$ cat config.mk
export PLATFORM = sky130hd
export DESIGN_NAME = way_sram
export DESIGN_NICKNAME = d
export VERILOG_FILES = /design/src/verilog/way_sram.sv
export SDC_FILE = /design/constraint.sdc
export NUM_CORES = 2
export LEC_CHECK = 0
export ABC_AREA = 1
export BUFFER_PORTS_ARGS = -buffer_cell sky130_fd_sc_hd__buf_2
export CELL_PAD_IN_SITES_DETAIL_PLACEMENT = 1
export CELL_PAD_IN_SITES_GLOBAL_PLACEMENT = 1
export CORE_AREA = 2 2 507 383
export DETAILED_ROUTE_END_ITERATION = 8
export DIE_AREA = 0 0 509 385
export PLACE_DENSITY = 0.78
export SLEW_MARGIN = 10
export SYNTH_ARGS = -nofsm -noshare
export SYNTH_HDL_FRONTEND = slang
export SYNTH_SLANG_ARGS = --single-unit
$ cat constraint.sdc
create_clock -name clk -period 4.6 [get_ports clk]
set_input_delay 0.46 -clock clk [delete_from_list [all_inputs] [get_ports clk]]
set_output_delay 0.46 -clock clk [all_outputs]
set_load 0.02 [all_outputs]
$ cat src/verilog/way_sram.sv
module way_sram #(
	parameter type entry_t = logic [31:0],
	parameter int DEPTH = 64
) (
	input  logic                     clk,
	input  logic                     en,
	input  logic                     we,
	input  logic [$clog2(DEPTH)-1:0] addr,
	input  entry_t                   wdata,
	output entry_t                   rdata
);

	entry_t mem [DEPTH];

	// single port, so a write and a read never share a cycle
	always_ff @(posedge clk) begin
		if (en) begin
			if (we) begin
				mem[addr] <= wdata;
			end else begin
				rdata <= mem[addr];     // registered read
			end
		end
	end

endmodule
* Word-level counts from Yosys, hierarchy flattened
Memory sizes are Yosys's and may differ from the RTL's. A register that Yosys moved wholly into a read port is not among the register bits.
Cells that the tools add are included.
** Storage, ports and cells
- Bits in registers :: 0
- Bits in writable memories :: 2048
- Input bits :: 41
- Output and inout port bits :: 32
- Word-level logic and storage cells :: 6
- Memories :: 1
** Operators by class
- Mux-type cells :: 3
- Bitwise operators :: 1
- Reduce and logical (&&, ||, !) cells :: 1
** Memory list
- mem :: depth 64, width 32, rd ports 1, clocked after Yosys merged registers in 1, write ports 1, RTL line 13 : entry_t mem [DEPTH];
** Operators by type and width (number)
- $mux W1 :: 3
- $reduce_and A2 Y1 :: 1
- $not A1 Y1 :: 1

* Depth between registers and ports, before layout
- Depth after elaboration :: 3
- Mapped depth :: 15
- Depth with buffers taken out :: 11

* Least setup slack after synthesis
No wires, ideal clock.
- Path type :: input -> register
- Start point :: input addr[1]
- End point :: memory mem[40][0] (netlist name) (enable)
- Setup time :: 502 ps
- Arrival :: 4298 ps
- Required time :: 4098 ps
- Setup slack :: -199 ps
- Stages on the path :: 5
- Buffers on the path :: 2
- Path through :: buf_2 -> buf_2 -> nor2_1 -> inv_1 -> nor4_1
** RTL lines
- start, declared :: RTL line 8 : input logic [$clog2(DEPTH)-1:0] addr,
- end, declared :: RTL line 13
Straight into the memory's write port.

==> results.md <==
* Slew margin rel. at 25.9%
* R2R setup slack at 2.35 ns
* Crit end category: register
* Initial core utilization at 45.8%
* Reg clk slew, reported paths at 0.06 ns
* Clock Latency Late Sink at 0.83 ns
* Max Slew Vio Count at 0
* Post-CTS Setup Inserts at 0
* Max Freq at 0.345 GHz
* Total clock sinks at 2080
* Net Count, Synth at 8483
* # IOs at 73
* H-tree level count at 4
* Final setup margin at 1.70 ns
* Setup TNS at 0 ns
* DRC errors left at 0
* CP Depth at 13
* Crit path buf inv count at 3
* Clock root buffer: clkbuf_16
* Share of the synthesized area in the top cell type at 71.4%
* Design Area, Final at 96600 µm²
* WP data arrival at 3.45 ns
* Syn avg cell area at 10.4 µm²
* Ranking of synthesized cells by area: edfxtp_1, nand2_1, buf_6
* Status: complete, no violations
* Post-Route WL at 285000 µm
* Global-route wire length before repair at 420000 µm
* FF-to-FF path depth at 10
* Die Wd at 509 µm
* Rows at 139
* Max-cap violations at 0
* Dpl hpwl at 161000 µm
* Largest net degree at the start of global routing at 204
* Seq/Total Area, Yosys at 71.4%
* Largest delay share family, worst path: simple AND/OR/NAND/NOR gates
* Total grt overflow at 0
* Die height at 385 µm
* CTS buffer count at 195
* DRT antenna net count at 0
* Reg2Reg Launch Point: mem[50][2]$_DFFE_PP_
* Ys Warns at 0
* Final setup fails at 0
* CP Launch Type: input pin
* RSZ-0062 raised after global routing: false
* Pre-CTS setup slack at 1.06 ns
* Final hold vios at 0
* Worst Hold Class: in -> reg
* Crit. Startpoint: addr[0]
* CTS tree: yes
* Post-Syn Area at 87400 µm²
* Die area at 196000 µm²
* Final Skew at 0.0511 ns
* Critical Path Sink: rdata[2]$_DFFE_PP_
* DR vias at 62.3k
* Initial antenna violation count at 23
* Vias in the first global route at 64.7k
* Placed cell areas at 90800 µm²
* Final core area utilization at 50.6%
* Hold Crit Depth at 2
* Gate Count Post-Synth at 8442
* DP Cell Count at 10.8k
* Max VDD drop at 0.362 mV
* Share of cells above drive strength 1 at 6.66%
* Area grow syn2layout at 10.4%
* Crit Path Class: in -> reg
* Critical path's largest stage delay at 0.76 ns
* Crit path top cell by count: nand2_1
* Lkg Pwr at 39.9 nW
* DR iter-0 viols at 7546
* Slew @ Worst Pin at 1.11 ns
* Seq cells post-synth at 2080
* Library cells used by synthesis at 22
* Area leader, netlist: edfxtp_1
* Final critical-path share of the clock period at 63.1%
* Worst r2r dst: rdata[2]$_DFFE_PP_
* TritonRoute pass-1 iters at 5
* Power Density at 402 nW/µm²
* Placer Congestion at 0.850
* Crit-path cells: buf_8, inv_8, buf_12, nand2_1, nand2_1, nand2_1, nand2_1, nand2_1, nand2_1, nand2_1, nand2_1, nor2_1, nand2_1
* Longest Clk Path Bufs at 3
* Final Critical Period at 2.90 ns
* Core area at 191000 µm²
* WL/cell at 25.6 µm
* Nets at 8515
* Peak fanout along the critical path at 170
* Vias/cell at 5.58
* Worst path required time at 5.15 ns
* Final Instance Count excl. Fillers at 11.2k
* Port bufs at 72
* Critical-path top delay cell: nor2_1
* Tot GR Track Use at 29.1%
==> cells in the mapped netlist <==
master,n
nor4_1,2
or2_1,3
clkinv_2,1
o21ai_0,2
nor2_1,138
clkbuf_1,108
o21ai_1,5
buf_1,28
nand3_1,13
nand2_1,5729
nor3_4,7
inv_2,9
nor3_2,1
o211ai_1,5
buf_4,43
or2_2,3
edfxtp_1,2080
inv_4,2
nand4_1,2
buf_2,166
buf_6,76
inv_1,19
==> report_power, final <==
part | internal, W | switching [W]
Combinational | 0.000533 | 0.00201
Clock | 0.00820 | 0.00709
Sequential | 0.0209 | 0.0000386
==> registers in the layout (all words and copies together) (netlist names) <==
register,count
mem,2048
rdata,32
==> cell usage in the layout, fill, tap and decap left out, types with 3 or more instances in the layout <==
| cell type | synthesis | routed |
|---|---|---|
| buf_12 | 0 | 33 |
| buf_2 | 166 | 68 |
| buf_4 | 43 | 150 |
| buf_8 | 0 | 3 |
| bufinv_16 | 0 | 5 |
| clkbuf_1 | 108 | 50 |
| clkbuf_16 | 0 | 201 |
| clkinv_1 | 0 | 57 |
| clkinv_2 | 1 | 22 |
| diode_2 | 0 | 9 |
| edfxtp_1 | 2080 | 2080 |
| inv_1 | 19 | 19 |
| inv_2 | 9 | 7 |
| nand2_1 | 5729 | 5729 |
| nand3_1 | 13 | 13 |
| nor2_1 | 138 | 75 |
| nor2_4 | 0 | 63 |
| nor3_4 | 7 | 8 |
| o211ai_1 | 5 | 5 |
| o21ai_1 | 5 | 5 |
| or2_1 | 3 | 3 |
| or2_2 | 3 | 3 |
==> layer usage <==
metal  vias to the layer above  global-route usage (%)  share of wire [%]
li1                      27300                       -                  -
met1                     31500                    40.8                 41
met2                      2876                    46.0                 46
met3                       514                    5.18                9.3
met4                         6                    10.1                3.7
met5                         -                       0              0.011
==> worst min path at each step <==
stage | from | end
after floorplan | wdata[0] | mem[0][0]$_DFFE_PP_
after global placement | wdata[0] | mem[37][0]$_DFFE_PP_
after detailed placement | wdata[14] | mem[22][14]$_DFFE_PP_
after CTS | we | rdata[18]$_DFFE_PP_
after global routing | we | rdata[18]$_DFFE_PP_
final | we | rdata[18]$_DFFE_PP_
==> metrics by stage <==
step / total power, W / hold WS (ns)
finish: 0.0388 / 0.0637
CTS: 0.0389 / 0.00459
global route: 0.0399 / 0.0315
global placement: 0.0238 / 0.848
floorplan: 0.0228 / 0.559
detailed placement: 0.0239 / 0.854
==> cell families (layout without fill, tap and decap cells) <==
logic type	count (synthesis)	count (layout)	share of synthesized area [%]
AO/OA/AOI/OAI	12	12	0.0830
other	0	9	0
buffers and inverters	452	626	3.02
AND/OR/NAND/NOR	5898	5898	25.5
flip-flops	2080	2080	71.4
==> what timing repair did <==
action                                 CTS  global route
hold buffers                             2             0
gates resized for setup                  0             0
endpoints found under the hold margin   14             0
==> cell type report <==
type	count	area (µm²)
sequential	2080	62500
clock buffer	251	5220
clock inverter	88	528
tap	2538	3180
antenna	9	22.5
timing repair buffer	256	2190
multi-input combinational	5910	22800
fill	20600	94200
inverter	31	153
Note: power is estimated with default switching activity, not from simulation.
