### config.mk
export PLATFORM = sky130hd
export DESIGN_NAME = icache_core
export DESIGN_NICKNAME = d
export VERILOG_FILES = /design/src/verilog/icache_pkg.sv /design/src/verilog/icache_core.sv
export SDC_FILE = /design/constraint.sdc
export NUM_CORES = 1
export LEC_CHECK = 0
export BUFFER_PORTS_ARGS = -buffer_cell sky130_fd_sc_hd__buf_2
export CAP_MARGIN = 10
export CORE_AREA = 2 2 388 390
export DETAILED_ROUTE_END_ITERATION = 16
export DIE_AREA = 0 0 390 392
export PLACE_DENSITY = 0.38
export SETUP_SLACK_MARGIN = 0.02
export SLEW_MARGIN = 20
export SYNTH_ARGS = -nofsm -noshare
export SYNTH_HDL_FRONTEND = slang
export SYNTH_SLANG_ARGS = --single-unit
### constraint.sdc
create_clock -name clk -period 4.4 [get_ports clk]
set_input_delay 0.22 -clock clk [delete_from_list [all_inputs] [get_ports clk]]
set_output_delay 0.22 -clock clk [all_outputs]
set_load 0.01 [all_outputs]
### src/verilog/icache_pkg.sv
package icache_pkg;

	// fetch word and line geometry
	localparam int WORD_W = 32;          // one instruction
	localparam int LINE_W = 128;         // one cache line
	localparam int WORDS_PER_LINE = 4;
	localparam int OFFSET_W = 4;         // byte offset inside a line

	typedef logic [WORD_W-1:0] word_t;

	// word 0 sits in the low bits, word 3 in the top bits
	typedef logic [LINE_W-1:0] line_t;

endpackage

### src/verilog/icache_core.sv
module icache_core import icache_pkg::*; #(
	parameter int ADDR_W = 32,
	parameter int SET_W = 6,
	parameter int WAYS = 4,
	localparam int TAG_W = ADDR_W - SET_W - OFFSET_W
) (
	input  logic                       clk,
	input  logic                       rst,
	input  logic                       fetch_valid,
	input  logic [ADDR_W-1:0]          fetch_addr,
	output logic                       fetch_ready,
	input  logic                       flush,
	output logic                       resp_valid,
	output word_t                      resp_inst,
	output logic [WAYS-1:0]            sram_en,
	output logic [WAYS-1:0]            sram_we,
	output logic [SET_W-1:0]           sram_addr,
	output logic [TAG_W-1:0]           tag_wdata,
	input  logic [TAG_W-1:0]           tag_rdata [WAYS],
	output line_t                      data_wdata,
	input  line_t                      data_rdata [WAYS],
	output logic                       refill_start,
	output logic [ADDR_W-OFFSET_W-1:0] refill_line_addr,
	input  logic                       refill_done,
	input  line_t                      refill_line
);

	localparam int SETS = 1 << SET_W;
	localparam int WSEL_W = $clog2(WORDS_PER_LINE);

	// lookup stage, the set read is issued from here
	logic s1_valid;
	logic [ADDR_W-1:0] s1_addr;
	logic [SET_W-1:0] s1_set;

	// compare stage, sram data arrives here
	logic s2_valid;
	logic [ADDR_W-1:0] s2_addr;
	logic [SET_W-1:0] s2_set;
	logic [TAG_W-1:0] s2_tag;
	logic [WSEL_W-1:0] s2_word;

	logic miss_wait;     // refill in progress for the compare stage
	logic cmp_valid;
	logic cmp_hit;
	logic cmp_miss;
	logic s1_move;
	logic wr;
	logic [WAYS-1:0] hit_way;
	line_t hit_line;
	word_t hit_word;
	word_t fill_word;

	logic [WAYS-1:0] vbits [SETS];
	logic [WAYS-1:0] victim [SETS];    // one-hot, rotates per refill of its set

	assign s1_set = s1_addr[OFFSET_W +: SET_W];
	assign s2_set = s2_addr[OFFSET_W +: SET_W];
	assign s2_tag = s2_addr[ADDR_W-1 -: TAG_W];
	assign s2_word = s2_addr[OFFSET_W-1 -: WSEL_W];

	always_comb begin
		hit_line = '0;
		for (int w = 0; w < WAYS; w++) begin
			hit_way[w] = vbits[s2_set][w] && (tag_rdata[w] == s2_tag);
			if (hit_way[w]) begin
				hit_line = hit_line | data_rdata[w];
			end
		end
	end

	assign hit_word = hit_line[s2_word*WORD_W +: WORD_W];
	assign fill_word = refill_line[s2_word*WORD_W +: WORD_W];

	// rdata is only fresh in the first cycle of the compare stage
	assign cmp_valid = s2_valid && !miss_wait;
	assign cmp_hit = cmp_valid && (|hit_way);
	assign cmp_miss = cmp_valid && !(|hit_way);
	assign refill_start = cmp_miss && !flush;
	assign refill_line_addr = s2_addr[ADDR_W-1:OFFSET_W];
	assign wr = refill_done && miss_wait;

	// lookup moves on only in a cycle where its own read was done
	assign s1_move = s1_valid && !cmp_miss && !miss_wait;
	assign fetch_ready = !(flush || cmp_miss || miss_wait);

	// refill write takes the port, otherwise read the lookup set
	assign sram_en = wr ? victim[s2_set] : {WAYS{s1_valid}};
	assign sram_we = wr ? victim[s2_set] : '0;
	assign sram_addr = wr ? s2_set : s1_set;
	assign tag_wdata = s2_tag;
	assign data_wdata = refill_line;

	always_ff @(posedge clk) begin
		if (rst) begin
			s1_valid <= 1'b0;
			s2_valid <= 1'b0;
			miss_wait <= 1'b0;
		end else begin
			if (flush) begin
				s1_valid <= 1'b0;
			end else if (fetch_valid && fetch_ready) begin
				s1_valid <= 1'b1;
			end else if (s1_move) begin
				s1_valid <= 1'b0;
			end

			// a flushed miss keeps s2_addr so the fill still lands
			if (flush) begin
				s2_valid <= 1'b0;
			end else if (s1_move) begin
				s2_valid <= 1'b1;
			end else if (cmp_hit || wr) begin
				s2_valid <= 1'b0;
			end

			if (refill_start) begin
				miss_wait <= 1'b1;
			end else if (refill_done) begin
				miss_wait <= 1'b0;
			end
		end
	end

	always_ff @(posedge clk) begin
		if (fetch_valid && fetch_ready) begin
			s1_addr <= fetch_addr;
		end
		if (s1_move) begin
			s2_addr <= s1_addr;
		end
	end

	always_ff @(posedge clk) begin
		if (rst) begin
			for (int s = 0; s < SETS; s++) begin
				vbits[s] <= '0;
				victim[s] <= {{(WAYS-1){1'b0}}, 1'b1};   // way 0 first
			end
		end else if (wr) begin
			vbits[s2_set] <= vbits[s2_set] | victim[s2_set];
			victim[s2_set] <= {victim[s2_set][WAYS-2:0], victim[s2_set][WAYS-1]};
		end
	end

	// one response per hit or per unflushed refill
	always_ff @(posedge clk) begin
		if (rst) begin
			resp_valid <= 1'b0;
		end else begin
			resp_valid <= !flush && (cmp_hit || (wr && s2_valid));
		end
	end

	always_ff @(posedge clk) begin
		if (wr) begin
			resp_inst <= fill_word;   // missing word straight from the new line
		end else if (cmp_hit) begin
			resp_inst <= hit_word;
		end
	end

endmodule

### Word-level counts from Yosys, hierarchy flattened

Memory sizes are Yosys's and may differ from the RTL's. A register that Yosys moved wholly into a read port is not among the register bits.
Index checks and enable logic that the tools add are counted.

| storage, ports and cells | value |
|---|---|
| bits in registers | 100 |
| bits in writable memories | 512 |
| output and inout bits | 227 |
| logic and storage cells | 78 |
| memories | 2 |

| operators by class | value |
|---|---|
| equal/unequal tests | 4 |
| shift-type cells | 2 |
| multiplexer cells | 28 |
| bitwise operators | 4 |
| reductions and logical operators | 31 |

Memories:

| name | depth | width | read ports | clocked after memory_dff | wr ports | RTL line | RTL |
|---|---|---|---|---|---|---|---|
| vbits | 64 | 4 | 1 | 1 | 64 | icache_core.sv:54 | `logic [WAYS-1:0] vbits [SETS];` |
| victim | 64 | 4 | 1 | 1 | 64 | icache_core.sv:55 | `logic [WAYS-1:0] victim [SETS];` |

Operators with widths:

| kind | number |
|---|---|
| $mux W128 | 4 |
| $or A128 B128 Y128 | 3 |
| $shiftx A128 B8 Y32 | 2 |
| $eq A22 B22 Y1 | 4 |
| $mux W32 | 2 |
| $mux W6 | 5 |
| $mux W4 | 4 |
| $logic_and A1 B1 Y1 | 14 |
| $mux W1 | 13 |
| $reduce_or A4 Y1 | 3 |
| $reduce_bool A2 Y1 | 4 |
| $logic_not A1 Y1 | 5 |
| $logic_or A1 B1 Y1 | 4 |
| $or A4 B4 Y4 | 1 |
| $reduce_or A2 Y1 | 1 |

### Logic depth before layout (Yosys ltp)

| depth | value |
|---|---|
| word-level depth | 12 |
| mapped depth | 15 |
| gate-level depth less buffers | 8 |

### Least setup slack after synthesis

No wires, ideal clock.

| timing path | value |
|---|---|
| path kind | flip-flop to flip-flop |
| from | register with a tool-made name |
| to | register s2_addr[10] (enable) |
| setup time | 385 ps |
| arrival | 3029 ps |
| data required time | 4015 ps |
| slack | 986 ps |
| stages on the path, launching flop included | 14 |
| path buffers | 5 |
| clock period less this slack | 3414 ps |
| cell sequence | dfxtp_1 buf_6 buf_6 buf_4 buf_4 mux2i_1 a2111oi_0 o211ai_1 nand4_1 o21a_1 nor2_1 a311o_1 buf_2 inv_1 |

RTL lines:

| what | RTL line | RTL |
|---|---|---|
| end signal, assigned | icache_core.sv:130 | `s2_addr <= s1_addr;` |
| end, declared | icache_core.sv:38 | `logic [ADDR_W-1:0] s2_addr;` |

### Final worst setup path

| timing path | value |
|---|---|
| from | register s2_addr[16] |
| to | register resp_inst[16], data pin |

| on the way | value |
|---|---|
| cells in the longest elaborated chain, start to end | 12 |

RTL lines:

| what | RTL line | RTL |
|---|---|---|
| $eq A22 B22 Y1 | icache_core.sv:65 | `hit_way[w] = vbits[s2_set][w] && (tag_rdata[w] == s2_tag);` |
| $logic_and A1 B1 Y1 | icache_core.sv:65 |  |
| $mux W128 | icache_core.sv:66 | `if (hit_way[w]) begin` |
| $or A128 B128 Y128 | icache_core.sv:67 | `hit_line = hit_line \| data_rdata[w];` |
| $mux W128 | icache_core.sv:66 |  |
| $or A128 B128 Y128 | icache_core.sv:67 |  |
| $mux W128 | icache_core.sv:66 |  |
| $or A128 B128 Y128 | icache_core.sv:67 |  |
| $mux W128 (*) | icache_core.sv:66 |  |
| $shiftx A128 B8 Y32 (*) | icache_core.sv:72 | `assign hit_word = hit_line[s2_word*WORD_W +: WORD_W];` |
| $mux W32 (*) | icache_core.sv:158 | `end else if (cmp_hit) begin` |
| $mux W32 (*) | icache_core.sv:156 | `if (wr) begin` |
| end signal, assigned | icache_core.sv:157 | `resp_inst <= fill_word;` |
| end signal, assigned | icache_core.sv:159 | `resp_inst <= hit_word;` |
| end, declared | icache_core.sv:14 | `output word_t resp_inst,` |

Every way passes the cells marked *; elsewhere a longest branch is shown, timed or not. The select of a mux whose other input is x is not followed.
A chain may end at the register's enable or synchronous reset.

==> results by group <==
Die
  – IO Count: 992
  – Starting Density: 23.4%
  – Core area: 149000 sq um
  – Die height: 392 um
  – # rows: 142
  – Die Area: 153000 sq um
  – Die W: 390 um

Power
  – PD cells: 335 nW/um^2
  – Leak Pwr: 18.8 nW
  – VDD IR-drop max: 0.246 mV

Global route
  – Grt total ovfl: 0
  – Pin count of the biggest net entering global routing: 94
  – GRT Total Usage: 32.1%
  – Initial antenna violation count: 126
  – Vias in the first global route: 30200
  – First-pass GRT wire length: 318000 um

Synthesis
  – FF+latch count, synth: 614
  – Syn Inst Count: 3088
  – Mapped Area: 34900 sq um
  – Synthesized Nets: 3853
  – Synth cell types: 45
  – Yosys warning count: 0
  – Avg Synthesized Cell Area: 11.3 sq um
  – Sequential-to-total area share from yosys stat: 52.6%

Critical path
  – CP required: 4.94 ns
  – CP Cell Sequence: buf_4 -> xor2_1 -> nor4_1 -> nand4_1 -> nor4_2 -> buf_4 -> o21a_4 -> buf_12 -> buf_12 -> a22oi_1 -> a31oi_1 -> buf_4 -> mux4_2
  – Slowest-stage cell, CP: a31oi_1
  – CP Launch Type: register
  – Most frequent CP cell: buf_4
  – CP max FO: 27
  – Max incr delay on CP: 0.61 ns
  – Crit path DAT: 4.81 ns
  – Critical path type: register to register
  – CP endpoint kind: register

STA
  – Worst rel slew slack: 8.60%
  – Actual slew at the worst max-slew pin: 1.37 ns
  – Max-slew violation count: 0
  – Final Skew: 0.0396 ns
  – Final setup fails: 0
  – Period minus WS final: 4.26 ns
  – Worst hold slack: 0.153 ns
  – Period Utilization, post-route: 96.9%
  – RSZ-0062 raised after global routing: false
  – Max Clock Freq: 235 MHz
  – Final Hold Fails: 0

Outcome
  – Status: completed

Place
  – Port bufs: 989
  – Gp weighted congestion: 1.07
  – Final HPWL DP: 200000 um
  – Area after DPL: 42400 sq um

Clocking
  – CTS max path bufs: 3
  – H-tree levels: 3
  – Num CTS Buffers: 77
  – Skew-Pair Late Insertion Delay: 0.70 ns
  – CTS Root Cell: clkbuf_16
  – Reg clk slew, reported paths: 0.07 ns
  – TritonCTS sink count: 614
  – CTS tree: built

Min path
  – HP Class: input port to register

Route
  – Initial DRT Pass Iterations: 6
  – Routed vias/inst: 5.10
  – Wire per inst: 41.5 um
  – Total Wirelength: 253000 um
  – Post-route ant nets: 0
  – # DRC: 0
  – Via count: 31100
  – Initial DRC Count: 2944

Cells and area
  – Design area: 45700 sq um
  – Area delta synth->final: 30.9%
  – Fill cell count: 15700
  – Layout cells sized above 1: 38.2%
  – Net count of the finished layout: 4799
  – Final Util: 30.7%

Job
  – Number of max-cap violations: 0
cells in the mapped netlist (all sizes together):
cell	instances	area (sq um)
a21oi	1	5.00
or4	1	7.51
and3b	3	26.3
mux2	14	158
nor4	18	113
o211a	1	10.0
clkbuf	101	380
o311a	1	10.0
nand2	97	364
buf	321	2070
nand4	18	113
nor2	594	2230
nor3b	7	52.6
nor3	7	35.0
xor2	62	543
mux2i	55	551
dfxtp	10	200
mux4	156	3510
inv	263	987
and3	9	56.3
xnor2	26	228
nand2b	65	407
nor4b	1	8.76
a2bb2oi	130	1140
and2	3	18.8
a211oi	3	22.5
nand3b	1	7.51
o21ai	9	45.0
nor2b	6	37.5
a22oi	156	1180
nand3	78	390
or2	1	6.26
a31oi	129	807
o211ai	4	30.0
o21a	129	968
edfxtp	604	18100
a2111oi	3	26.3
a311o	1	10.0
worst paths after layout:
| check | startpoint | slack [ns] | depth (start not counted) | end |
|---|---|---|---|---|
| worst min register to register | s1_addr[26] | 0.42 | 0 | s2_addr[26] |
| worst min-delay path | refill_line[95] | 0.15 | 4 | resp_inst[31] |
| worst max register to register | s2_addr[16] | 0.14 | 13 | resp_inst[16] |
| worst max-delay path | s2_addr[16] | 0.14 | 13 | resp_inst[16] |
cell type report:
cell class | instances | area (sq um) | share of cell area [%]
antenna | 61 | 153 | 0.334
clock buffer | 100 | 2050 | 4.50
clock inverter | 39 | 429 | 0.940
inverter | 263 | 987 | 2.16
multi-input combinational | 1789 | 13300 | 29.1
sequential | 614 | 18300 | 40.2
tap | 1944 | 2430 | 5.33
timing repair buffer | 1289 | 7980 | 17.5
cell usage in the layout (no fill, tap or decap), types with 128 or more instances in the layout:
cell type and n:
a31oi_1 128, mux4_2 156, edfxtp_1 604, a2bb2oi_1 130, buf_4 212, buf_2 988, inv_1 262, o21a_1 128
nor2_1 593, a22oi_1 154
layer usage:
layer  vias up  track usage (%)  part of all wire (%)
li1      13000                -                     -
met1     16100             40.6                    41
met2      1517             48.0                    44
met3       427             9.50                   7.9
met4        46             19.1                   6.8
met5         -             1.12                  0.21
state kept, by name (all words and copies together) (netlist names), named ones only:
name and flops:
s2_addr 30, miss_wait 1, s1_addr 30, resp_inst 32, victim 256, resp_valid 1, vbits 256, s1_valid 1
s2_valid 1
metrics by stage:
step | power [mW] | setup WS, ns | setup TNS [ns] | cells
3_3_place_gp | 8.85 | -0.0224 | -0.0224 | 5855
5_1_grt | 15.7 | 0.0471 | 0 | 6056
4_1_cts | 15.4 | 0.0307 | 0 | 6036
6_report | 15.3 | 0.138 | 0 | 6099
3_5_place_dp | 8.84 | 0.0303 | 0 | 5855
2_1_floorplan | 7.61 | 0.986 | 0 | 3088
cell families after synthesis:
family / Yosys count / synth area share [%]
buf+inv: 685 / 9.85
xor+xnor: 88 / 2.21
simple gates: 909 / 11.1
mux: 225 / 12.1
flops: 614 / 52.6
compound gates: 567 / 12.2
report_power, final:
part,total (mW),switching (mW),internal (mW)
sequential,6.66,0.0858,6.58
combinational,2.22,1.43,0.786
clock,6.42,2.75,3.67
worst max-delay path, delay by kind of cell, from the launching register on:
family,cells,cell delay [ns]
compound gates,3,0.95
xor+xnor,1,0.17
buf+inv,5,1.17
flops,1,0.40
mux,1,0.23
simple gates,3,1.15
timing repair:
item	CTS	global route
hold buffers	36	0
setup buffers	2	1
gates cloned	4	1
gates resized for setup	3	10
pin swaps	1	1
endpoints found under the setup margin	10	7
hold endpoints to repair	34	0
No activity file was read; power rests on OpenSTA's default activity.
