[config.mk]
export PLATFORM = sky130hd
export DESIGN_NAME = refill_ctrl
export DESIGN_NICKNAME = d
export VERILOG_FILES = /design/src/verilog/icache_pkg.sv /design/src/verilog/refill_ctrl.sv
export SDC_FILE = /design/constraint.sdc
export NUM_CORES = 1
export LEC_CHECK = 0
export BUFFER_PORTS_ARGS = -buffer_cell sky130_fd_sc_hd__buf_4
export CORE_AREA = 4 4 122 124
export CTS_BUF_LIST = sky130_fd_sc_hd__clkbuf_2 sky130_fd_sc_hd__clkbuf_4 sky130_fd_sc_hd__clkbuf_8
export CTS_CLUSTER_DIAMETER = 100
export DETAILED_ROUTE_END_ITERATION = 6
export DIE_AREA = 0 0 126 128
export PLACE_DENSITY_LB_ADDON = 0.08
export SETUP_SLACK_MARGIN = 0.2
export SYNTH_ARGS = -nofsm -noshare
export SYNTH_HDL_FRONTEND = slang
export SYNTH_SLANG_ARGS = --single-unit
[constraint.sdc]
create_clock -name clk -period 8.63 [get_ports clk]
set_input_delay 1.726 -clock clk [delete_from_list [all_inputs] [get_ports clk]]
set_output_delay 1.726 -clock clk [all_outputs]
set_load 0.005 [all_outputs]
[src/verilog/icache_pkg.sv]
package icache_pkg;

	// fetch word and line geometry
	localparam int WORD_W = 32;          // one instruction
	localparam int LINE_W = 128;         // one cache line
	localparam int WORDS_PER_LINE = 4;
	localparam int OFFSET_W = 4;         // byte offset inside a line

	typedef logic [WORD_W-1:0] word_t;

	// word 0 sits in the low bits, word 3 in the top bits
	typedef logic [LINE_W-1:0] line_t;

endpackage

[src/verilog/refill_ctrl.sv]
module refill_ctrl import icache_pkg::*; #(
	parameter int ADDR_W = 32
) (
	input  logic                       clk,
	input  logic                       rst,
	input  logic                       refill_start,
	input  logic [ADDR_W-OFFSET_W-1:0] refill_line_addr,
	output logic                       refill_done,
	output line_t                      refill_line,
	output logic                       mem_req,
	output logic [ADDR_W-OFFSET_W-1:0] mem_line_addr,
	input  logic                       mem_ack,
	input  line_t                      mem_line
);

	typedef enum logic [1:0] {
		IDLE,
		WAIT_HI,
		WAIT_LO
	} state_t;

	state_t state;
	logic start_pend;    // start seen while the old ack was still high
	logic take_start;
	logic take_line;

	assign take_start = refill_start && (state == IDLE || state == WAIT_LO);
	assign take_line = (state == WAIT_HI) && mem_ack;

	always_ff @(posedge clk) begin
		if (rst) begin
			state <= IDLE;
			mem_req <= 1'b0;
			refill_done <= 1'b0;
			start_pend <= 1'b0;
		end else begin
			refill_done <= 1'b0;
			case (state)
				IDLE: begin
					if (refill_start) begin
						state <= WAIT_HI;
						mem_req <= 1'b1;
					end
				end
				WAIT_HI: begin
					if (mem_ack) begin
						state <= WAIT_LO;
						mem_req <= 1'b0;       // phase 3
						refill_done <= 1'b1;
					end
				end
				WAIT_LO: begin
					if (!mem_ack) begin
						// phase 4 done, a queued start goes out right away
						state <= (start_pend || refill_start) ? WAIT_HI : IDLE;
						mem_req <= start_pend || refill_start;
						start_pend <= 1'b0;
					end else if (refill_start) begin
						start_pend <= 1'b1;
					end
				end
				default: begin
					state <= IDLE;
					mem_req <= 1'b0;
				end
			endcase
		end
	end

	// address and line registers
	always_ff @(posedge clk) begin
		if (take_start) begin
			mem_line_addr <= refill_line_addr;  // held for the whole handshake
		end
		if (take_line) begin
			refill_line <= mem_line;
		end
	end

endmodule

---- After elaboration in Yosys (flattened, before gate mapping) ----
Cells that the tools add are included.
operators by class
  reduce and logical (&&, ||, !) cells .... 8
  bitwise operators ....................... 1
  equality and inequality tests ........... 6
  muxes and demuxes ....................... 11
operators with widths
  operator                                             number
  != test 2 bit, second input constant                 4
  two-way mux 1 bit                                    6
  two-way mux 2 bit                                    3
  case mux 2 bit (3 select lines)                      1
  case mux 1 bit (3 select lines)                      1
  AND reduction 3 bit                                  1
  equality test 2 x 1 -> 1 bit, second input constant  1
  equality test 2 bit, second input constant           1
  logical AND 1 bit                                    2
  logical NOT 2 bit                                    1
  logical OR 1 bit                                     2
  AND reduction 2 bit                                  1
  OR reduction 2 bit                                   1
  NOT 1 bit                                            1
storage, ports and cells
  output and inout bits ................... 158
  bits in registers ....................... 161
  word-level logic and storage cells ...... 32

---- Longest topological paths before layout ----
Gate-level depths: netlist of the first run.
  depth after elaboration ................. 4
  gate-level depth with buffers ........... 4

---- Worst setup path after synthesis of the first run ----
Ideal clock, no wire load.
  path type ............................... input port to flip-flop
  start point ............................. in mem_ack
  end point ............................... reg refill_line[0] (enable)
  arrival ................................. 7108 ps
  stages .................................. 2
  setup slack ............................. 906 ps
  buffers on the path ..................... 0
  path through ............................ nand2_1 -> nor2_1
between the ends
  cells in the longest elaborated chain, start to end .. 1
RTL lines
  item                    RTL line           RTL
  start: declaration      refill_ctrl.sv:12  input logic mem_ack,
  logical AND 1 bit       refill_ctrl.sv:28  assign take_line = (state == WAIT_HI) && mem_ack;
  net take_line           refill_ctrl.sv:25  logic take_line;
  end signal: assignment  refill_ctrl.sv:76  refill_line <= mem_line;
  end: declaration        refill_ctrl.sv:9   output line_t refill_line,
The timed path passes the listed nets, and every way through them passes these cells.
A chain may end at the register's enable or synchronous reset.

---- Worst setup path after layout of the first run ----
  start point ............................. in mem_ack
  end point ............................... reg refill_line[9] (enable)
The elaborated chain is that of the path after synthesis.

==> results by group, run 1 <==
Setup path
  – Reg2reg end: refill_line[9]$_DFFE_PP_
  – Crit Path Category: input pin to flop
  – Crit path top cell by count: buf_4
  – Worst path buffer plus inverter count: 3
  – CP startpoint: mem_ack
  – Slowest-stage cell, CP: buf_4
  – Worst setup path end: refill_line[9]$_DFFE_PP_
  – Reg2Reg Depth: 4
  – Critical-path cell list: buf_4 -> nand2_1 -> nor2_4 -> buf_4 -> buf_4
  – Flop-to-flop setup slack: 6120 ps
  – CP delay by family, top: buffers and inverters
  – Critical Path Max Stage Delay: 820 ps
  – Startpoint types: input pin
  – Crit. path cell count: 5
  – Crit-path max FO: 73
  – CP Data Arrival Time: 3420 ps
  – Req. time, crit path: 8690 ps
  – Worst setup EP type: flop
  – RR Startpoint: state[0]$_SDFFE_PP0P_

Synth
  – Syn Area/Cell: 27.0 sq um
  – Mapped Cells: 182
  – #FFs+latches synth: 161
  – Synthesized cell area: 0.00491 sq mm
  – Warning count from the yosys run: 0
  – Top post-synthesis cells by area: edfxtp_1, dfxtp_1, o41ai_2
  – Post-synth top area share: 95.3%
  – Sequential cell area fraction in the yosys report: 97.4%
  – Syn nets: 342
  – Area leader, netlist: edfxtp_1
  – Cell variety after synth: 17

Placement
  – Dpl cells: 681
  – Placer congestion estimate: 0.754
  – Post-DP HPWL: 10000 microns
  – Port buffer count: 317

Worst hold path
  – HP Class: flop to flop

Clock network
  – CTS Sinks: 161
  – CTS HTree Levels: 4
  – Root buffer cell: clkbuf_8
  – CTS max path bufs: 2
  – Post-CTS setup buffer count: 0
  – TritonCTS Buffers: 17
  – Worst-path clk slew: 80 ps
  – Post-CTS sizing: 0
  – Clock latency on the worst-skew pair: 430 ps
  – CTS hold repair buffers: 0
  – TritonCTS clock tree: built

GRT
  – Gr ovfl total: 0
  – Global-route wire length before repair: 17800 microns
  – Initial antenna violation count: 0
  – GRT Util Overall: 15.3%
  – Largest net degree at the start of global routing: 74
  – Vias in the first global route: 3017

Timing
  – Slew Viols, Final: 0
  – Final setup viols: 0
  – Minimum clock period: 3370 ps
  – RSZ-0062 raised after global routing: no
  – Hold slack: 520 ps
  – Skew final: 7.76 ps
  – Setup TNS: 0 ps
  – Max Fclk: 297 MHz
  – Final hold viol count: 0
  – Fin crit share: 39.0%
  – Worst rel slew slack: 40.4%
  – Worst Tran Pin Value: 894 ps

Floorplan
  – Total die area: 0.0161 sq mm
  – Initial Util: 35.7%
  – Die width: 126 microns
  – Num ports: 318
  – Die H: 128 microns
  – Row cnt: 43
  – Core outline area: 0.0138 sq mm

Route
  – Wire length per cell: 17.9 microns
  – Final WL: 12800 microns
  – Drt initial violations: 166
  – DRC Markers: 0
  – Via density: 4.20
  – Antenna viol nets, final: 0
  – Drt first pass iters: 4
  – Via count: 2998

Final layout
  – Post-layout util: 57.5%
  – Most common cell after layout, fill and taps aside: buf_4
  – Post-layout net count: 680
  – Diodes inserted: 0
  – Fin cells: 713
  – Most frequent cells in the layout: buf_4, edfxtp_1, clkbuf_8, clkbuf_4, dfxtp_1
  – Layout area overhead: 61.1%
  – Layout cell share with drive strength beyond 1: 66.4%

Power and ir drop
  – Leakage: 3.27 nW
  – Power Density: 200 mW/mm^2
  – VDD IR-drop max: 0.000101 V

Status
  – Status: complete, no violations

Run
  – Max cap viols: 0
## state kept, by name, summed over array words and instances (netlist names)
register       count
refill_line      128
mem_line_addr     28
refill_done        1
state              2
start_pend         1
mem_req            1
## logic make-up (layout without fill, tap and decap cells)
family	count (synthesis)	count (layout)	share of synthesized area (%)
AO/OA/AOI/OAI	7	7	1.04
XOR/XNOR	1	1	0.178
flip-flops	161	161	97.4
AND/OR/NAND/NOR	11	11	1.17
buffers and inverters	2	353	0.229
## final cells by class
class,count,area (sq um)
Tap cell,180,225
Multi-Input combinational cell,19,125
Clock inverter,6,56.3
Inverter,1,3.75
Sequential cell,161,4780
Timing Repair Buffer,320,2400
Clock buffer,26,320
Fill cell,1107,5860
## how the worst min path moves through the flow
stage                                          to  depth (start not counted)                     from  slack (ps)
final                     start_pend$_SDFFE_PP0P_                          2  start_pend$_SDFFE_PP0P_         520
after floorplan           start_pend$_SDFFE_PP0P_                          2  start_pend$_SDFFE_PP0P_         490
after global placement    start_pend$_SDFFE_PP0P_                          2  start_pend$_SDFFE_PP0P_         500
after global routing         mem_req$_SDFFE_PP0P_                          2     mem_req$_SDFFE_PP0P_         610
after detailed placement  start_pend$_SDFFE_PP0P_                          2  start_pend$_SDFFE_PP0P_         510
after CTS                 start_pend$_SDFFE_PP0P_                          2  start_pend$_SDFFE_PP0P_         520
## per-stage QoR
stage | instance area (sq um) | power (mW) | setup slack [ps]
after floorplan | 4910 | 0.973 | 906
after global placement | 7540 | 1.09 | 4800
after detailed placement | 7540 | 1.09 | 4780
after CTS | 7920 | 1.61 | 5270
after global routing | 7920 | 1.66 | 5150
final | 7920 | 1.59 | 5260
## report_power, final
group	total, mW	switching, mW	internal (mW)
registers	0.923	0.0133	0.910
clock network	0.514	0.246	0.268
logic	0.148	0.0565	0.0917
total	1.59	0.316	1.27
## synth_stat cells
cell type	instances
a21oi_1	3
o21ai_0	1
dfxtp_1	5
edfxtp_1	156
or4_1	1
nor2_1	4
nand2_1	1
nor2b_1	1
o31ai_1	1
inv_1	1
o41ai_2	1
nor2b_2	1
buf_4	1
a211oi_1	1
and2_0	1
xnor2_1	1
nor3_1	2
## per-layer routing
layer  up-vias  part of all wire (%)  wire length [microns]  GRT usage (%)
li1       1409                     -                      -              -
met1      1387                    31                   3950           14.7
met2       178                    54                   6850           26.2
met3        24                    13                   1610           9.08
met4         0                   2.8                    362           7.00
met5         -                     0                      0              0
## worst min-delay path: cells and delay by family, from the launching register on
| family | cells | cell delay, ps |
|---|---|---|
| AO/OA/AOI/OAI | 2 | 160 |
| flip-flops | 1 | 320 |
Power figures use the tool's default switching activity.
==> run 2: changes to the inputs <==
--- a/config.mk
+++ b/config.mk
@@ -6,11 +6,11 @@
 export NUM_CORES = 1
 export LEC_CHECK = 0
 export BUFFER_PORTS_ARGS = -buffer_cell sky130_fd_sc_hd__buf_4
-export CORE_AREA = 4 4 122 124
+export CORE_AREA = 4 4 121 123
 export CTS_BUF_LIST = sky130_fd_sc_hd__clkbuf_2 sky130_fd_sc_hd__clkbuf_4 sky130_fd_sc_hd__clkbuf_8
 export CTS_CLUSTER_DIAMETER = 100
 export DETAILED_ROUTE_END_ITERATION = 6
-export DIE_AREA = 0 0 126 128
+export DIE_AREA = 0 0 125 127
 export PLACE_DENSITY_LB_ADDON = 0.08
 export SETUP_SLACK_MARGIN = 0.2
 export SYNTH_ARGS = -nofsm -noshare
==> constraint.sdc (replaced) <==
create_clock -name clk -period 2.9 [get_ports clk]
set_input_delay 0.58 -clock clk [delete_from_list [all_inputs] [get_ports clk]]
set_output_delay 0.58 -clock clk [all_outputs]
set_load 0.005 [all_outputs]
==> run 2 against run 1 <==
Compared with the run above: non-clock buffer count rose by 1; sequential share of layout area fell by 0.69 points; flip-flop and latch count did not move; hold slack got worse by 210 ps; cell count rose by 0.14%; count of clock-buffer cells in the layout fell by 8.
==> results by group, run 2 (synthesis gave the netlist of run 1 again) <==
Status
  – Status: complete, no violations

Floorplan
  – Die width: 125 microns
  – Initial Util: 36.0%
  – Row cnt: 43
  – Core outline area: 0.0137 sq mm
  – Total die area: 0.0159 sq mm
  – Die H: 127 microns
  – Num ports: 318

Setup path
  – Slowest-stage cell, CP: dfxtp_1
  – Req. time, crit path: 2970 ps
  – Crit-path max FO: 40
  – Crit Path Category: flop to flop
  – CP Data Arrival Time: 1700 ps
  – Flop-to-flop setup slack: 1270 ps
  – Worst setup EP type: flop
  – Startpoint types: flop
  – Critical-path cell list: nand2_8 -> nor2_4 -> buf_4
  – Critical Path Max Stage Delay: 570 ps

GRT
  – Initial antenna violation count: 0
  – Largest net degree at the start of global routing: 89
  – Vias in the first global route: 3150
  – Global-route wire length before repair: 18700 microns
  – Gr ovfl total: 0
  – GRT Util Overall: 16.1%

Timing
  – Final worst slack: 1270 ps
  – Fin crit share: 56.1%
  – Worst Tran Pin Value: 508 ps
  – Minimum clock period: 1630 ps
  – RSZ-0062 raised after global routing: no
  – Final setup viols: 0
  – Hold slack: 314 ps
  – Skew final: 7.42 ps
  – Slew Viols, Final: 0
  – Max Fclk: 615 MHz
  – Final hold viol count: 0
  – Worst rel slew slack: 66.1%

Route
  – Via count: 3059
  – Drt initial violations: 129
  – DRC Markers: 0
  – Drt first pass iters: 4
  – Wire length per cell: 18.3 microns
  – Final WL: 13100 microns
  – Via density: 4.28
  – Antenna viol nets, final: 0

Power and ir drop
  – VDD IR-drop max: 0.000321 V
  – Comb pwr share: 9.2%
  – Clock share of power: 35.0%
  – Sequential Power Share: 55.8%
  – Leakage: 3.28 nW
  – Power Density: 615 mW/mm^2
  – Internal: 3.93 mW
  – Sw Share: 20.2%
  – Pwr Total: 4.92 mW
  – Psw: 0.993 mW

Clock network
  – CTS HTree Levels: 4
  – TritonCTS clock tree: built
  – Clock latency on the worst-skew pair: 430 ps
  – CTS hold repair buffers: 0
  – Root buffer cell: clkbuf_8
  – Post-CTS setup buffer count: 0
  – TritonCTS Buffers: 17
  – Worst-path clk slew: 80 ps
  – CTS max path bufs: 2
  – CTS Sinks: 161
  – Post-CTS sizing: 0

Worst hold path
  – HP Class: input pin to flop

Final layout
  – Diodes inserted: 0
  – Post-layout net count: 681
  – Most frequent cells in the layout: buf_4, edfxtp_1, clkbuf_8, dfxtp_1
  – Fin cells: 714
  – Layout area overhead: 63.0%
  – Max reg flops: 128
  – Top reg by flops: refill_line
  – Largest regs: refill_line (128), mem_line_addr (28), state (2)
  – Layout cell share with drive strength beyond 1: 66.5%
  – Most common cell after layout, fill and taps aside: buf_4

Run
  – Max cap viols: 0

Placement
  – Port buffer count: 317
  – Pre-CTS setup slack: 1120 ps
  – Post-DP HPWL: 10400 microns
  – Dpl cells: 682
  – Placer congestion estimate: 0.786
==> run 2: changes by cell type in the layout (fill, tap and decap cells not counted), sizes merged <==
| cell | previous run | this run |
|---|---|---|
| clkinv | 4 | 7 |
| clkinvlp | 1 | 3 |
| clkbuf | 26 | 18 |
| bufinv | 1 | 4 |
| buf | 320 | 321 |
==> run 2: area by class of cell <==
class                   instances  area (sq um)
clock buffers                  18           241
clock inverters                14           190
inverters                       1          3.75
repair buffers                321          2420
multi-input cells              19           141
flip-flops and latches        161          4780
well taps                     180           225
fillers                      1113          5660
==> run 2: worst max-delay path, delay by kind of cell (launching register included) <==
kind | cells | cell delay [ps]
AND/OR/NAND/NOR | 2 | 220
buffers and inverters | 1 | 450
flip-flops | 1 | 570
==> run 2: stage by stage <==
step	utilization (%)	TNS [ps]	area [sq um]
floorplan	-	-5780	4940
global placement	55.4	0	7580
detailed placement	55.4	0	7580
CTS	58.6	0	8010
global route	58.6	0	8010
finish	58.6	0	8010
==> run 2: per-layer routing <==
layer,track usage [%],wire length (microns),up-vias
met5,0,0,-
met4,5.48,191,0
met3,8.90,1580,17
met2,28.6,7070,189
met1,16.1,4240,1445
li1,-,-,1408
==> run 2: final timing paths <==
| check | from | to | cells past startpoint |
|---|---|---|---|
| worst max-delay path | state[0]$_SDFFE_PP0P_ | refill_line[0]$_DFFE_PP_ | 3 |
| worst max register to register | state[0]$_SDFFE_PP0P_ | refill_line[0]$_DFFE_PP_ | 3 |
| worst min-delay path | mem_line[89] | refill_line[89]$_DFFE_PP_ | 1 |
| worst min register to register | start_pend$_SDFFE_PP0P_ | start_pend$_SDFFE_PP0P_ | 2 |
==> run 2: power groups by stage <==
stage | Sequential, mW | Combinational [mW] | Clock (mW)
finish | 2.75 | 0.452 | 1.72
global route | 2.76 | 0.488 | 1.90
CTS | 2.75 | 0.462 | 1.79
detailed placement | 2.80 | 0.462 | 0
global placement | 2.80 | 0.456 | 0
floorplan | 2.82 | 0.0674 | 0
==> run 3: changes to the inputs <==
--- a/config.mk
+++ b/config.mk
@@ -5,12 +5,13 @@
 export SDC_FILE = /design/constraint.sdc
 export NUM_CORES = 1
 export LEC_CHECK = 0
+export ABC_AREA = 1
 export BUFFER_PORTS_ARGS = -buffer_cell sky130_fd_sc_hd__buf_4
-export CORE_AREA = 4 4 121 123
+export CORE_AREA = 4 4 123 125
 export CTS_BUF_LIST = sky130_fd_sc_hd__clkbuf_2 sky130_fd_sc_hd__clkbuf_4 sky130_fd_sc_hd__clkbuf_8
 export CTS_CLUSTER_DIAMETER = 100
 export DETAILED_ROUTE_END_ITERATION = 6
-export DIE_AREA = 0 0 125 127
+export DIE_AREA = 0 0 127 129
 export PLACE_DENSITY_LB_ADDON = 0.08
 export SETUP_SLACK_MARGIN = 0.2
 export SYNTH_ARGS = -nofsm -noshare
==> constraint.sdc (replaced) <==
create_clock -name clk -period 1.5 [get_ports clk]
set_input_delay 0.3 -clock clk [delete_from_list [all_inputs] [get_ports clk]]
set_output_delay 0.3 -clock clk [all_outputs]
set_load 0.005 [all_outputs]
==> run 3 against run 2 <==
Compared with the run above: cell area rose by 10%; clock skew grew 2.1 ps; synthesized cell count rose by 4.4%; first-iteration DRC count is 21% higher; highest routed layer unchanged; count of clock-buffer cells in the layout down 1; sequential power increased by 94%; register-to-register slack got worse by 1100 ps; combinational power grew to 2.7 times the previous value; critical endpoint is now refill_line[46]$_DFFE_PP_; non-clock buffer count is 49 higher; largest power group unchanged; clock power increased by 78%; fmax is 22% higher; via count is 6.3% higher.
==> results by group, run 3 <==
GRT
  – Initial antenna violation count: 0
  – GRT Util Overall: 16.6%
  – Global-route wire length before repair: 19600 microns
  – Gr ovfl total: 0
  – Vias in the first global route: 3294
  – Largest net degree at the start of global routing: 23

Clock network
  – CTS Sinks: 161
  – TritonCTS clock tree: built
  – CTS max path bufs: 2
  – Clock latency on the worst-skew pair: 430 ps
  – Root buffer cell: clkbuf_8
  – TritonCTS Buffers: 17
  – CTS HTree Levels: 4
  – Worst-path clk slew: 80 ps

Synth
  – Area leader, netlist: edfxtp_1
  – Syn Area/Cell: 25.9 sq um
  – Warning count from the yosys run: 0
  – Synth Area in Compound Gates: 0.711%
  – Async SR Flop Fraction: 0%
  – Post-Synth XOR/XNOR Area: 0%
  – Post-Synth Adder-Cell Area: 0%
  – Largest family of logic cells by synthesized area: simple AND/OR/NAND/NOR gates
  – Count leader, synth: edfxtp_1
  – Post-synth EDFFs: 156
  – Most frequent cells after synthesis: edfxtp_1, nor2_1, dfxtp_1, nand2_1, inv_1
  – Syn nets: 350
  – Prevailing post-synth register cell: edfxtp_1
  – Simple-gate area share of the yosys netlist: 1.78%
  – Mapped Cells: 190
  – Post-synth top area share: 95.0%
  – Top post-synthesis cells by area: edfxtp_1, dfxtp_1, nor2_1
  – #FFs+latches synth: 161
  – Synthesized cell area: 0.00493 sq mm
  – Multiplexer share of the synthesized area: 0%
  – Cell variety after synth: 14
  – Sequential cell area fraction in the yosys report: 97.1%

Floorplan
  – Num ports: 318
  – Die H: 129 microns
  – Total die area: 0.0164 sq mm
  – Die width: 127 microns
  – Row cnt: 43
  – Initial Util: 35.5%
  – Core outline area: 0.0139 sq mm

Worst hold path
  – HP Class: input pin to flop
  – Hold depth: 1
  – Hold Path End: mem_line_addr[23]$_DFFE_PP_
  – Worst hold start: refill_line_addr[23]

Route
  – Final WL: 14600 microns
  – Via density: 4.22
  – Antenna viol nets, final: 0
  – DRC Markers: 0
  – Drt initial violations: 156
  – Wire length per cell: 18.9 microns
  – Via count: 3253
  – Drt first pass iters: 4

Final layout
  – Post-layout net count: 739
  – Final instance area: 0.00882 sq mm
  – Layout area overhead: 79.0%
  – Max reg flops: 128
  – Layout cell share with drive strength beyond 1: 63.3%
  – Top reg by flops: refill_line
  – Diodes inserted: 0
  – Most frequent cells in the layout: buf_4, edfxtp_1, buf_6, dlygate4sd3_1, clkbuf_8
  – Most common cell after layout, fill and taps aside: buf_4
  – Largest regs: refill_line (128), mem_line_addr (28), state (2)

Status
  – Status: complete, no violations

Timing
  – Slew Viols, Final: 0
  – Final setup viols: 0
  – Minimum clock period: 1330 ps
  – Skew final: 9.47 ps
  – Worst Tran Pin Value: 222 ps
  – Fin crit share: 88.8%
  – RSZ-0062 raised after global routing: yes
  – Worst rel slew slack: 85.2%
  – Max Fclk: 751 MHz
  – Final hold viol count: 0

Setup path
  – Flop-to-flop setup slack: 170 ps
  – Critical-path cell list: inv_2 -> nor2_4 -> inv_2 -> nor2_4 -> buf_6 -> buf_12
  – RR Startpoint: state[0]$_SDFFE_PP0P_
  – Critical Path Max Stage Delay: 340 ps
  – Req. time, crit path: 1640 ps
  – CP Data Arrival Time: 1470 ps
  – Reg2reg end: refill_line[46]$_DFFE_PP_
  – Crit Path Category: flop to flop
  – Slowest-stage cell, CP: dfxtp_2
  – Startpoint types: flop
  – Reg2Reg Depth: 6
  – Worst setup EP type: flop
  – Crit-path max FO: 22

Run
  – Max cap viols: 0

Power and ir drop
  – Leakage: 3.64 nW
  – Power Density: 1090 mW/mm^2
  – Psw: 1.99 mW
  – Sw Share: 20.6%
  – Sequential Power Share: 55.4%
  – Pwr Total: 9.63 mW
  – VDD IR-drop max: 0.000787 V
  – Internal: 7.65 mW
  – Comb pwr share: 12.8%
  – Clock share of power: 31.7%

Placement
  – Placer congestion estimate: 0.792
  – Post-DP HPWL: 11000 microns
  – Placed cell areas: 0.00764 sq mm
  – Port buffer count: 317
run 3: changes by cell type after synthesis, sizes merged, moves of 2 or more:
| cell | previous run | this run |
|---|---|---|
| inv | 1 | 6 |
| nand2 | 1 | 6 |
| nand3 | 0 | 2 |
| nor2 | 4 | 8 |
| nor2b | 2 | 0 |
run 3: power by group through the flow:
stage	Clock, mW	Combinational [mW]	Sequential (mW)
CTS	3.14	1.08	5.33
detailed placement	0	0.991	5.42
floorplan	0	0.148	5.47
global route	3.38	1.32	5.36
finish	3.06	1.24	5.34
global placement	0	0.975	5.42
run 3: cell type report:
type                       instances  area [sq um]
fill                            1046          5060
sequential                       161          4790
timing repair buffer             370          3270
clock buffer                      17           234
tap                              180           225
clock inverter                    14           146
multi-input combinational         23           138
inverter                           6          22.5
run 3: worst max path at each step:
| stage | from | to | slack (ps) | cells past startpoint |
|---|---|---|---|---|
| 3_5_place_dp | state[0]$_SDFFE_PP0P_ | refill_line[65]$_DFFE_PP_ | 90 | 5 |
| 2_1_floorplan | state[0]$_SDFFE_PP0P_ | refill_line[0]$_DFFE_PP_ | -1370 | 4 |
| 5_1_grt | state[0]$_SDFFE_PP0P_ | refill_line[52]$_DFFE_PP_ | 120 | 6 |
| 4_1_cts | state[0]$_SDFFE_PP0P_ | refill_line[18]$_DFFE_PP_ | 170 | 6 |
| 3_3_place_gp | state[0]$_SDFFE_PP0P_ | refill_line[123]$_DFFE_PP_ | 110 | 5 |
| 6_report | state[0]$_SDFFE_PP0P_ | refill_line[46]$_DFFE_PP_ | 170 | 6 |
run 3: metal layers:
layer,GRT usage [%],routed length (microns)
met2,29.5,7770
met3,8.01,1490
met4,7.13,328
met1,16.7,4970
met5,0,0
run 3: timing repair:
action                                  4_1_cts  5_1_grt
hold buffers                                  0       31
endpoints found under the setup margin      137      248
gates cloned                                  4        5
resized for setup                             9       56
endpoints found under the hold margin         0       31
setup buffers                                 4        1
pin swaps                                     1        0
run 3: stage by stage:
stage	hold slack (ps)	setup TNS (ps)	std cells	util, %	setup slack, ps
final	41.3	0	771	63.6	168
after global routing	-0.178	0	771	63.6	116
after CTS	6.15	0	734	59.0	172
after detailed placement	479	0	695	55.1	87.1
after global placement	478	0	695	55.1	110
after floorplan	362	-188040	190	-	-1370
run 3: cells by family after synthesis:
kind of cell,count (synthesis)
flip-flops,161
AO/OA/AOI/OAI,5
buffers and inverters,6
AND/OR/NAND/NOR,18
run 3: critical path, delay by kind of cell (launching register included):
kind                   cells  cell delay (ps)
buffers and inverters      4              450
AND/OR/NAND/NOR            2              240
flip-flops                 1              340
